[config.mk]
export PLATFORM = sky130hd
export DESIGN_NAME = fetch_top
export DESIGN_NICKNAME = d
export VERILOG_FILES = /design/src/design/fetch_pkg.sv /design/src/design/fetch_ifc.sv /design/src/design/bpu.sv /design/src/design/fetch_ctrl.sv /design/src/design/fetch_top.sv /design/src/design/if_id_reg.sv /design/src/design/ifu.sv /design/src/design/ras.sv
export VERILOG_INCLUDE_DIRS = /design/src /design/src/design
export SDC_FILE = /design/constraint.sdc
export NUM_CORES = 1
export LEC_CHECK = 0
export ABC_CLOCK_PERIOD_IN_PS = 14500
export BUFFER_PORTS_ARGS = -buffer_cell sky130_fd_sc_hd__buf_2
export CAP_MARGIN = 20
export CORE_MARGIN = 2
export CORE_UTILIZATION = 45
export DETAILED_ROUTE_END_ITERATION = 8
export GPL_ROUTABILITY_DRIVEN = 0
export MAX_ROUTING_LAYER = met4
export PLACE_DENSITY = 0.75
export SETUP_SLACK_MARGIN = 0.2
export SLEW_MARGIN = 40
export SYNTH_ARGS = -nofsm -noshare
export SYNTH_HDL_FRONTEND = slang
export SYNTH_HIERARCHICAL = 1
export SYNTH_SLANG_ARGS = --single-unit
[constraint.sdc]
create_clock -name clk -period 14.5 [get_ports clk]
set_clock_uncertainty 0.2 [all_clocks]
set_input_delay 1.45 -clock clk [delete_from_list [all_inputs] [get_ports clk]]
set_output_delay 1.45 -clock clk [all_outputs]
set_load 0.02 [all_outputs]
[src/design/fetch_defs.svh]
`ifndef FETCH_DEFS_SVH
`define FETCH_DEFS_SVH

// address and data width
`define XLEN 32

// first fetch address after reset
`define RESET_PC 32'h0000_0000

// gshare sizing
`define HISLEN 6
`define BHT_IDX 6

// return stack entries, power of two
`define RAS_DEPTH 4

// fetch trap bus layout
`define TRAP_LEN 3
`define TRAP_INST_ADDR_MISALIGNED 0
`define TRAP_INST_ACCESS_FAULT 1
`define TRAP_INST_PAGE_FAULT 2

`endif

[src/design/fetch_pkg.sv]
`include "fetch_defs.svh"

package fetch_pkg;

  // control flow class from predecode
  typedef enum logic [1:0] {
    NONE   = 2'b00,
    JAL    = 2'b01,
    JALR   = 2'b10,
    BRANCH = 2'b11
  } jump_type_e;

  // jal layout, imm scattered over the upper bits
  typedef struct packed {
    logic       imm20;
    logic [9:0] imm10_1;
    logic       imm11;
    logic [7:0] imm19_12;
    logic [4:0] rd;
    logic [6:0] opcode;
  } j_fmt_t;

  // branch layout, also gives rs1 for jalr
  typedef struct packed {
    logic       imm12;
    logic [5:0] imm10_5;
    logic [4:0] rs2;
    logic [4:0] rs1;
    logic [2:0] funct3;
    logic [3:0] imm4_1;
    logic       imm11;
    logic [6:0] opcode;
  } b_fmt_t;

  // same fetched word, two views
  typedef union packed {
    j_fmt_t j;
    b_fmt_t b;
  } inst_word_u;

  typedef struct packed {
    jump_type_e        jump_type;
    logic              is_call;
    logic              is_ret;
    // pc plus decoded immediate
    logic [`XLEN-1:0]  target;
  } predec_t;

endpackage

[src/design/fetch_ifc.sv]
`include "fetch_defs.svh"

// prediction for the word fetched this cycle
interface pred_if ();
  logic               pred_valid;
  logic               pred_taken;
  logic [`XLEN-1:0]   pred_pc;
  // history used for the lookup, travels with the instruction
  logic [`HISLEN-1:0] pred_history;

  modport master (
    output pred_valid, pred_taken, pred_pc, pred_history
  );

  modport slave (
    input pred_valid, pred_taken, pred_pc, pred_history
  );
endinterface

// resolved branch info coming back from ex
interface ex_upd_if import fetch_pkg::*; ();
  logic               upd_valid;
  logic               upd_taken;
  logic [`XLEN-1:0]   upd_pc;
  logic [`HISLEN-1:0] upd_history;
  jump_type_e         upd_jump_type;

  modport master (
    output upd_valid, upd_taken, upd_pc, upd_history, upd_jump_type
  );

  modport slave (
    input upd_valid, upd_taken, upd_pc, upd_history, upd_jump_type
  );
endinterface

[src/design/bpu.sv]
`include "fetch_defs.svh"

module bpu import fetch_pkg::*; (
  input  logic             clk,
  input  logic             reset_i,
  input  logic [`XLEN-1:0] pc_i,
  input  predec_t          predec_i,
  input  logic             fetch_fire_i,
  ex_upd_if.slave          upd,
  input  logic [`XLEN-1:0] ras_top_i,
  output logic             ras_push_o,
  output logic             ras_pop_o,
  pred_if.master           pred
);

  localparam int IDX_W    = `BHT_IDX;
  localparam int BHT_SIZE = 1 << IDX_W;

  // 2-bit saturating counters
  logic [1:0]         bht_q [BHT_SIZE];
  // global history, resolved branches only
  logic [`HISLEN-1:0] ghr_q;

  logic [IDX_W-1:0]   rd_idx;
  logic [IDX_W-1:0]   wr_idx;
  logic [1:0]         wr_cnt;
  logic               predictable;
  logic               dir;
  logic [`XLEN-1:0]   tgt;

  // gshare hash, word pc xor history
  assign rd_idx = pc_i[`BHT_IDX+1:2] ^ IDX_W'(ghr_q);
  assign wr_idx = upd.upd_pc[`BHT_IDX+1:2] ^ IDX_W'(upd.upd_history);
  assign wr_cnt = bht_q[wr_idx];

  always_ff @(posedge clk) begin
    if (reset_i) begin
      // weakly not-taken
      for (int i = 0; i < BHT_SIZE; i++) begin
        bht_q[i] <= 2'b01;
      end
      ghr_q <= '0;
    end else if (upd.upd_valid && upd.upd_jump_type == BRANCH) begin
      if (upd.upd_taken && wr_cnt != 2'b11) begin
        bht_q[wr_idx] <= wr_cnt + 2'd1;
      end else if (!upd.upd_taken && wr_cnt != 2'b00) begin
        bht_q[wr_idx] <= wr_cnt - 2'd1;
      end
      // newest outcome in the low bit
      ghr_q <= {ghr_q[`HISLEN-2:0], upd.upd_taken};
    end
  end

  // direction and target per jump type
  always_comb begin
    predictable = 1'b0;
    dir = 1'b0;
    tgt = predec_i.target;
    case (predec_i.jump_type)
      JAL: begin
        predictable = 1'b1;
        dir = 1'b1;
      end
      BRANCH: begin
        predictable = 1'b1;
        // counter msb says taken
        dir = bht_q[rd_idx][1];
      end
      JALR: begin
        // only returns, other indirect jumps left to ex
        if (predec_i.is_ret) begin
          predictable = 1'b1;
          dir = 1'b1;
          tgt = ras_top_i;
        end
      end
      default: begin
        predictable = 1'b0;
      end
    endcase
  end

  assign pred.pred_valid = fetch_fire_i & predictable;
  assign pred.pred_taken = dir;
  assign pred.pred_pc = tgt;
  assign pred.pred_history = ghr_q;

  // stack follows fired calls and returns
  assign ras_push_o = fetch_fire_i & predec_i.is_call;
  assign ras_pop_o = fetch_fire_i & predec_i.is_ret;

  // predecode never marks one word as both call and return
  a_push_pop_excl: assert property (@(posedge clk) disable iff (reset_i)
    !(ras_push_o && ras_pop_o));

endmodule

[src/design/fetch_ctrl.sv]
`include "fetch_defs.svh"

module fetch_ctrl (
  input  logic                 clk,
  input  logic                 reset_i,
  input  logic                 ex_redirect_i,
  input  logic [`XLEN-1:0]     ex_redirect_pc_i,
  input  logic                 id_stall_i,
  input  logic                 mem_stall_i,
  input  logic [`TRAP_LEN-1:0] trap_bus_i,
  pred_if.slave                pred,
  output logic [`XLEN-1:0]     pc_o,
  output logic                 fetch_fire_o,
  output logic                 if_stall_o,
  output logic                 if_flush_o
);

  logic [`XLEN-1:0] pc_q;
  logic [`XLEN-1:0] pc_next;
  logic             hold;
  logic             pred_redirect;

  // memory wait or id back-pressure
  assign hold = mem_stall_i | id_stall_i;
  assign pred_redirect = pred.pred_valid & pred.pred_taken;

  // next pc priority, ex redirect first
  always_comb begin
    if (ex_redirect_i) begin
      pc_next = ex_redirect_pc_i;
    end else if (hold) begin
      pc_next = pc_q;
    end else if (pred_redirect) begin
      pc_next = pred.pred_pc;
    end else begin
      pc_next = pc_q + `XLEN'd4;
    end
  end

  always_ff @(posedge clk) begin
    if (reset_i) begin
      pc_q <= `RESET_PC;
    end else begin
      pc_q <= pc_next;
    end
  end

  assign pc_o = pc_q;

  // word leaves IF this cycle
  assign fetch_fire_o = ~mem_stall_i & ~id_stall_i & ~ex_redirect_i;
  // id holds IF/ID as is
  assign if_stall_o = id_stall_i;
  // bubble on redirect, or memory wait unless id is holding
  assign if_flush_o = ex_redirect_i | (mem_stall_i & ~id_stall_i);

  // an aligned pc is the only way a fetch fires without the misaligned bit
  a_fire_aligned: assert property (@(posedge clk) disable iff (reset_i)
    fetch_fire_o && !trap_bus_i[`TRAP_INST_ADDR_MISALIGNED] |-> pc_o[1:0] == 2'b00);

endmodule

[src/design/fetch_top.sv]
`include "fetch_defs.svh"

module fetch_top import fetch_pkg::*; (
  input  logic                 clk,
  input  logic                 reset_i,
  // instruction memory, same-cycle reply
  output logic [`XLEN-1:0]     imem_addr_o,
  input  logic [`XLEN-1:0]     imem_rdata_i,
  input  logic                 imem_valid_i,
  input  logic                 imem_err_i,
  input  logic                 lsu_busy_i,
  input  logic                 id_stall_i,
  input  logic                 ex_redirect_i,
  input  logic [`XLEN-1:0]     ex_redirect_pc_i,
  // resolved branch from ex
  input  logic                 ex_upd_valid_i,
  input  logic                 ex_upd_taken_i,
  input  logic [`XLEN-1:0]     ex_upd_pc_i,
  input  logic [`HISLEN-1:0]   ex_upd_history_i,
  input  logic [1:0]           ex_upd_jump_type_i,
  output logic                 if_stall_o,
  output logic                 ifid_valid_o,
  output logic [`XLEN-1:0]     ifid_pc_o,
  output logic [`XLEN-1:0]     ifid_inst_o,
  output logic [`TRAP_LEN-1:0] ifid_trap_o,
  output logic [`XLEN-1:0]     bpu_pc_o,
  output logic                 bpu_pc_valid_o,
  output logic                 ifid_pred_taken_o,
  output logic [`HISLEN-1:0]   ifid_history_o
);

  logic [`XLEN-1:0]     pc;
  logic                 fetch_fire;
  logic                 mem_stall;
  logic                 hold_ifid;
  logic                 flush_ifid;
  logic [`TRAP_LEN-1:0] trap_bus;
  predec_t              predec;
  logic                 ras_push;
  logic                 ras_pop;
  logic [`XLEN-1:0]     ras_top;
  logic [`XLEN-1:0]     link_pc;

  pred_if   pred ();
  ex_upd_if ex_upd ();

  assign ex_upd.upd_valid = ex_upd_valid_i;
  assign ex_upd.upd_taken = ex_upd_taken_i;
  assign ex_upd.upd_pc = ex_upd_pc_i;
  assign ex_upd.upd_history = ex_upd_history_i;
  assign ex_upd.upd_jump_type = jump_type_e'(ex_upd_jump_type_i);

  assign imem_addr_o = pc;
  // return address of a call
  assign link_pc = pc + `XLEN'd4;
  assign bpu_pc_o = pred.pred_pc;
  assign bpu_pc_valid_o = pred.pred_valid & pred.pred_taken;

  fetch_ctrl u_ctrl (.clk(clk), .reset_i(reset_i), .ex_redirect_i(ex_redirect_i),
    .ex_redirect_pc_i(ex_redirect_pc_i), .id_stall_i(id_stall_i), .mem_stall_i(mem_stall),
    .trap_bus_i(trap_bus), .pred(pred.slave), .pc_o(pc), .fetch_fire_o(fetch_fire),
    .if_stall_o(hold_ifid), .if_flush_o(flush_ifid));

  ifu u_ifu (.pc_i(pc), .imem_rdata_i(imem_rdata_i), .imem_valid_i(imem_valid_i),
    .imem_err_i(imem_err_i), .lsu_busy_i(lsu_busy_i), .mem_stall_o(mem_stall),
    .stall_req_o(if_stall_o), .predec_o(predec), .trap_bus_o(trap_bus));

  bpu u_bpu (.clk(clk), .reset_i(reset_i), .pc_i(pc), .predec_i(predec),
    .fetch_fire_i(fetch_fire), .upd(ex_upd.slave), .ras_top_i(ras_top),
    .ras_push_o(ras_push), .ras_pop_o(ras_pop), .pred(pred.master));

  ras u_ras (.clk(clk), .reset_i(reset_i), .push_i(ras_push), .push_data_i(link_pc),
    .pop_i(ras_pop), .top_o(ras_top));

  if_id_reg u_ifid (.clk(clk), .reset_i(reset_i), .stall_i(hold_ifid), .flush_i(flush_ifid),
    .pc_i(pc), .inst_i(imem_rdata_i), .trap_bus_i(trap_bus), .pred(pred.slave),
    .valid_o(ifid_valid_o), .pc_o(ifid_pc_o), .inst_o(ifid_inst_o),
    .trap_bus_o(ifid_trap_o), .pred_taken_o(ifid_pred_taken_o),
    .history_o(ifid_history_o));

endmodule

[src/design/if_id_reg.sv]
`include "fetch_defs.svh"

module if_id_reg (
  input  logic                 clk,
  input  logic                 reset_i,
  input  logic                 stall_i,
  input  logic                 flush_i,
  input  logic [`XLEN-1:0]     pc_i,
  input  logic [`XLEN-1:0]     inst_i,
  input  logic [`TRAP_LEN-1:0] trap_bus_i,
  pred_if.slave                pred,
  output logic                 valid_o,
  output logic [`XLEN-1:0]     pc_o,
  output logic [`XLEN-1:0]     inst_o,
  output logic [`TRAP_LEN-1:0] trap_bus_o,
  output logic                 pred_taken_o,
  output logic [`HISLEN-1:0]   history_o
);

  // control bits, bubble clears them
  always_ff @(posedge clk) begin
    if (reset_i || flush_i) begin
      valid_o <= 1'b0;
      trap_bus_o <= '0;
      pred_taken_o <= 1'b0;
    end else if (!stall_i) begin
      valid_o <= 1'b1;
      trap_bus_o <= trap_bus_i;
      pred_taken_o <= pred.pred_valid & pred.pred_taken;
    end
  end

  // payload, held only while id stalls
  always_ff @(posedge clk) begin
    if (flush_i || !stall_i) begin
      pc_o <= pc_i;
      inst_o <= inst_i;
      history_o <= pred.pred_history;
    end
  end

endmodule

[src/design/ifu.sv]
`include "fetch_defs.svh"

module ifu import fetch_pkg::*; (
  input  logic [`XLEN-1:0]     pc_i,
  input  logic [`XLEN-1:0]     imem_rdata_i,
  input  logic                 imem_valid_i,
  input  logic                 imem_err_i,
  input  logic                 lsu_busy_i,
  output logic                 mem_stall_o,
  output logic                 stall_req_o,
  output predec_t              predec_o,
  output logic [`TRAP_LEN-1:0] trap_bus_o
);

  inst_word_u       inst;
  logic [`XLEN-1:0] imm_j;
  logic [`XLEN-1:0] imm_b;

  assign inst = imem_rdata_i;

  // memory not ready, pc must wait
  assign mem_stall_o = ~imem_valid_i;
  // lsu reports the stall itself while busy
  assign stall_req_o = lsu_busy_i ? 1'b0 : mem_stall_o;

  // sign-extended jal offset
  assign imm_j = {{12{inst.j.imm20}}, inst.j.imm19_12, inst.j.imm11,
                  inst.j.imm10_1, 1'b0};
  // sign-extended branch offset
  assign imm_b = {{20{inst.b.imm12}}, inst.b.imm11, inst.b.imm10_5,
                  inst.b.imm4_1, 1'b0};

  always_comb begin
    predec_o = '0;
    predec_o.jump_type = NONE;
    case (inst.j.opcode)
      7'b1101111: begin
        predec_o.jump_type = JAL;
        // link to ra
        predec_o.is_call = (inst.j.rd == 5'd1);
        predec_o.target = pc_i + imm_j;
      end
      7'b1100111: begin
        if (inst.b.funct3 == 3'b000) begin
          predec_o.jump_type = JALR;
          // jalr x0, 0(ra)
          predec_o.is_ret = (inst.b.rs1 == 5'd1) && (inst.j.rd == 5'd0);
        end
      end
      7'b1100011: begin
        predec_o.jump_type = BRANCH;
        predec_o.target = pc_i + imm_b;
      end
      default: begin
        predec_o.jump_type = NONE;
      end
    endcase
  end

  // no compressed, so anything off a word boundary
  always_comb begin
    trap_bus_o = '0;
    trap_bus_o[`TRAP_INST_ADDR_MISALIGNED] = |pc_i[1:0];
    trap_bus_o[`TRAP_INST_ACCESS_FAULT] = imem_err_i;
    // no mmu
    trap_bus_o[`TRAP_INST_PAGE_FAULT] = 1'b0;
  end

endmodule

[src/design/ras.sv]
`include "fetch_defs.svh"

module ras (
  input  logic             clk,
  input  logic             reset_i,
  input  logic             push_i,
  input  logic [`XLEN-1:0] push_data_i,
  input  logic             pop_i,
  output logic [`XLEN-1:0] top_o
);

  localparam int PTR_W = $clog2(`RAS_DEPTH);

  logic [`XLEN-1:0] stack_q [`RAS_DEPTH];
  // next free slot
  logic [PTR_W-1:0] sp_q;
  logic [PTR_W-1:0] top_idx;

  // top sits just below sp, wraps on underflow
  assign top_idx = sp_q - 1'b1;
  assign top_o = stack_q[top_idx];

  // pointer wraps, oldest entry overwritten on overflow
  always_ff @(posedge clk) begin
    if (reset_i) begin
      sp_q <= '0;
    end else if (push_i) begin
      sp_q <= sp_q + 1'b1;
    end else if (pop_i) begin
      sp_q <= sp_q - 1'b1;
    end
  end

  // entries
  always_ff @(posedge clk) begin
    if (push_i) begin
      stack_q[sp_q] <= push_data_i;
    end
  end

endmodule

### Word level (Yosys, flattened, before mapping)

Memories as Yosys holds them, arrays and structs flattened.
Cells that the tools add are included.

* flip-flop bits (word level): 114
* RAM bits: 256
* input bits: 113
* output and inout port bits: 141
* word-level logic and storage cells: 93
* memories kept: 2

Memories
* u_bpu.bht_q: depth 64, width 2, read ports 2, clocked after memory_dff 0, wr ports 64, line bpu.sv:20 `logic [1:0] bht_q [BHT_SIZE];`
* u_ras.stack_q: depth 4, width 32, read ports 1, clocked after memory_dff 0, wr ports 1, line ras.sv:14 `` logic [`XLEN-1:0] stack_q [`RAS_DEPTH]; ``

* add/subtract/negate cells: 7
* eq/ne operators: 11
* muxes and demuxes: 34
* bitwise operators: 15
* reduce and logical (&&, ||, !) cells: 15

Operators with widths (count)
* 2-to-1 mux 32 bit: 5
* adder 32 bit: 2
* case mux 32 bit (2 select lines): 1
* adder 32 x 3 -> 32 bit, second input constant: 1
* == test 7 bit, second input constant: 3
* 2-to-1 mux 1 bit: 19
* XOR 6 bit: 2
* == test 5 x 1 -> 1 bit, second input constant: 2
* 2-to-1 mux 2 bit: 5
* bitwise AND 1 bit: 7
* == test 2 bit, second input constant: 3
* 2-to-1 mux 6 bit: 1
* case mux 2 bit (3 select lines): 1
* OR reduction 2 bit: 3
* logical NOT 5 bit: 1
* adder 2 x 1 -> 2 bit, second input constant: 2
* logical AND 1 bit: 4
* inequality test 2 bit, second input constant: 2
* nonzero test 2 bit: 2
* subtractor 2 x 1 -> 2 bit, second input constant: 2
* logical NOT 3 bit: 1
* inverter 1 bit: 3
* bitwise OR 1 bit: 3
* case mux 1 bit (3 select lines): 1
* other kinds (4): 6

### Logic depth before layout (Yosys ltp)

An unclocked memory read counts as a cell.

* word-level depth: 12
* gate-level depth with buffers: 19
* depth with buffers taken out: 18

### Modules after synthesis

The synthesis kept the hierarchy.

By module, submodules not included
* bpu: times used 1, cells each 690, area each 7770.0 um2, seq. area each 3963.8 um2
* ras: times used 1, cells each 187, area each 4833.4 um2, seq. area each 3883.7 um2
* fetch_ctrl: times used 1, cells each 325, area each 2434.8 um2, seq. area each 640.6 um2
* if_id_reg: times used 1, cells each 88, area each 2313.5 um2, seq. area each 2202.1 um2
* ifu: times used 1, cells each 321, area each 2185.8 um2, seq. area each 0.0 um2
* fetch_top: times used 1, cells each 82, area each 571.8 um2, seq. area each 0.0 um2

### Least setup slack after synthesis

Ideal clock, no wire load.

* kind: input -> output
* start: input port imem_rdata_i[1]
* end: output port bpu_pc_o[31]
* arrival: 4455 ps
* required time: 12850 ps
* path slack: 8395 ps
* cell stages on the path: 16
* buffers on the path: 1
* path through: nand4_1 > nor2_1 > nand2_1 > clkbuf_1 > mux2_2 > ha_1 > inv_1 > fa_1 > nor2b_1 > o2111ai_1 > a21oi_2 > o21ai_2 > a2111oi_2 > or3_1 > a21oi_1 > mux2_2

RTL lines
* start, declared: line fetch_top.sv:8 `` input logic [`XLEN-1:0] imem_rdata_i, ``
* end, declared: line fetch_top.sv:26 `` output logic [`XLEN-1:0] bpu_pc_o, ``

==> run metrics <==
CP max stage cell=nand2_1; PwrDens=111.9 mW/mm²; drt pass-1 iters=7; Hold Crit Class=flop to flop; CTS Root Cell=clkbuf_16; clock sink total=371; Slew headroom=41.30%; Post-Syn Area=0.02011 mm²; Hold Startpoint=u_ifid/valid_o; CTS-repair resized insts=0; Tcrit/Tclk final=50.08%; fin crit period=7.261 ns; Post-synth EDFFs=326; synth warn=6; cells after synthesis=1693; Avg Inst Size Synth=11.88 µm²; CTS Buf Count=41; post-DR wirelength/cell=23.69 µm; Die Wd=215.4 µm; largest net degree at the start of global routing=79; htree depth=2; CP Class=input port to output pin; maximum vdd ir drop=0.07089 mV; max_cap viols=0; Layout area overhead=15.13%; RSZ-0062 raised after global routing=false; Hold Vio Cnt, Final=0; setup_tns=0 ns; CTS max path bufs=3; synth cell count leaders=edfxtp_1, nand2_1, nor3_1, nor2_1, a31o_1; Routed Antenna Nets=0; die area=0.04640 mm²; part of the Yosys area used for sequential elements=53.16%; Setup Buffers After CTS=0; Clk Latency, worst-skew pair=0.57 ns; Least-Margin Pin Slew=0.8773 ns; Vias=15960; cell taking the most area after synthesis=edfxtp_1; Ports=254; IO buf count=227; Rows=77; Lkg Pwr=8.353 nW; DR vias/cell=6.335; Worst-path clk slew=0.05 ns; count of state elements after synthesis=371; Starting Density=45.57%; CTS tree=built; Core Footprint=0.04412 mm²; initial antenna violation count=0; Yosys cell types=98; Reg-to-Reg Start=u_ctrl/pc_o[3]; Post-synth ARST share=0%; vias in the first global route=15390; critical path peak fanout=14; ys flop type=edfxtp_1; Max Slew Vio Count=0; DRT iter0 DRCs=2230; nets@finish=2051; Max Fclk=137.7 MHz; Antenna Cells=0; synth top area cells=edfxtp_1, mux4_2, dfxtp_1; dpl hpwl=41190 µm; Synth top area share=48.68%; crit start category=input port; hold_buf cts=0; outcome=finished, final reports clean; final hold slack=0.2680 ns; crit path cell chain=buf_2 > nand4_1 > nor2_1 > nand2_1 > mux2_2 > ha_1 > inv_1 > fa_1 > nor2b_1 > o2111ai_1 > a21oi_2 > o21ai_2 > a211oi_1 > nor3_1 > nor3_1 > mux2_2 > buf_2; Crit. Startpoint=imem_rdata_i[1]; CP Data Required Time=12.85 ns; syn nets=1846; final WL=59680 µm; Total GRT Usage=25.92%; share of cells above drive strength 1=24.13%; CP Capture Type=output pin; Die Y=215.4 µm; crit path DAT=5.61 ns; Overflow after GRT=0; first-pass GRT wire length=90000 µm; most common cell in the synthesized netlist=edfxtp_1; DRC Markers=0; final setup vio count=0; Setup WS post-layout=7.239 ns; pre-CTS WS=7.311 ns; max incr delay on CP=0.43 ns
## cell families (layout without fill, tap and decap cells)
logic type      count (synthesis)  count (layout)  synth area share [%]
simple gates                  613             613                 15.13
flops                         371             371                 53.16
compound gates                331             331                 12.31
mux                           148             148                 11.04
buf+inv                       125             359                 2.987
xor+xnor                       64              64                 2.825
fa+ha+maj                      40              40                 2.526
other cells                     1               1               0.01865
## layout by cell type (no fill, tap or decap), types with 7 or more instances in the layout
master / synthesis / final
xor2_1: 27 / 24
inv_1: 19 / 19
mux2_2: 39 / 39
xnor2_1: 36 / 36
a21oi_1: 46 / 46
nor2_1: 95 / 89
nand4_1: 28 / 28
a21o_1: 28 / 28
buf_2: 39 / 226
or3_1: 8 / 8
o22ai_1: 22 / 22
o21a_1: 18 / 18
edfxtp_1: 326 / 326
buf_4: 4 / 39
a31o_1: 65 / 65
o221ai_1: 12 / 12
and2_1: 23 / 21
or4_1: 7 / 7
and3_1: 18 / 18
clkbuf_1: 52 / 12
nand3_1: 45 / 45
clkbuf_16: 0 / 41
dfxtp_1: 45 / 44
a221oi_1: 12 / 12
nor4_1: 17 / 15
o31ai_1: 9 / 9
nand2_1: 222 / 222
mux4_2: 49 / 49
ha_1: 39 / 38
mux2i_1: 55 / 55
a32oi_1: 8 / 8
o21ai_1: 7 / 8
nand3b_1: 8 / 8
a31oi_1: 18 / 18
o21ai_0: 30 / 29
nor3_1: 98 / 98
## worst paths after layout
path                     endpoint  cells after the start  slack, ns
setup / recovery     bpu_pc_o[23]                     17       7.24
setup reg to reg  u_ctrl/pc_o[16]                     12       9.82
hold / removal     u_ifid/valid_o                      2       0.27
hold reg to reg    u_ifid/valid_o                      2       0.27
## worst max-delay path, delay by kind of cell
family	cells	cell delay [ns]
muxes	2	0.61
buffers and inverters	3	0.32
and+or+nand+nor	6	1.65
AOI/OAI and AO/OA	4	0.99
adders and majority gates	2	0.57
## where the power goes
part | switching (W) | internal (W) | total [W] | leakage (nW)
combinational | 0.000248 | 0.000121 | 0.000370 | 4.35
clock | 0.000415 | 0.000585 | 0.00100 | 0.613
sequential | 0.0000260 | 0.00119 | 0.00122 | 3.39
total | 0.000690 | 0.00190 | 0.00259 | 8.35
## area by class of cell
type / count / area [µm²]
fill: 3746 / 20970
multi-input combinational: 1197 / 8921
clock inverter: 17 / 170.2
tap: 592 / 740.7
sequential: 371 / 10690
inverter: 20 / 75.07
timing repair buffer: 267 / 1455
clock buffer: 55 / 1099
## through the flow
step	instance area (µm²)	total power (W)	cells	utilization, %
after floorplan	20110	0.001471	1693	-
after global placement	21820	0.001591	2446	49.44
after detailed placement	21870	0.001600	2447	49.57
after CTS	23140	0.002598	2519	52.44
after global routing	23150	0.002672	2519	52.47
final	23150	0.002590	2519	52.47
## state kept, by name (all words and copies together), names as in the netlist
| name | count |
|---|---|
| u_bpu/pred.pred_history | 6 |
| u_ctrl/pc_o | 32 |
| u_ifid/pc_o | 32 |
| u_bpu/bht_q | 128 |
| u_ras/sp_q | 2 |
| u_ras/stack_q | 128 |
| u_ifid/trap_bus_o | 3 |
| u_ifid/inst_o | 32 |
| u_ifid/pred_taken_o | 1 |
| u_ifid/history_o | 6 |
| u_ifid/valid_o | 1 |
## metal layers
layer,global-route usage (%),share of wire [%]
met2,40.69,47
met1,32.46,37
met3,5.285,11
met5,-,0
met4,11.91,5.1
Power figures use the tool's default switching activity.
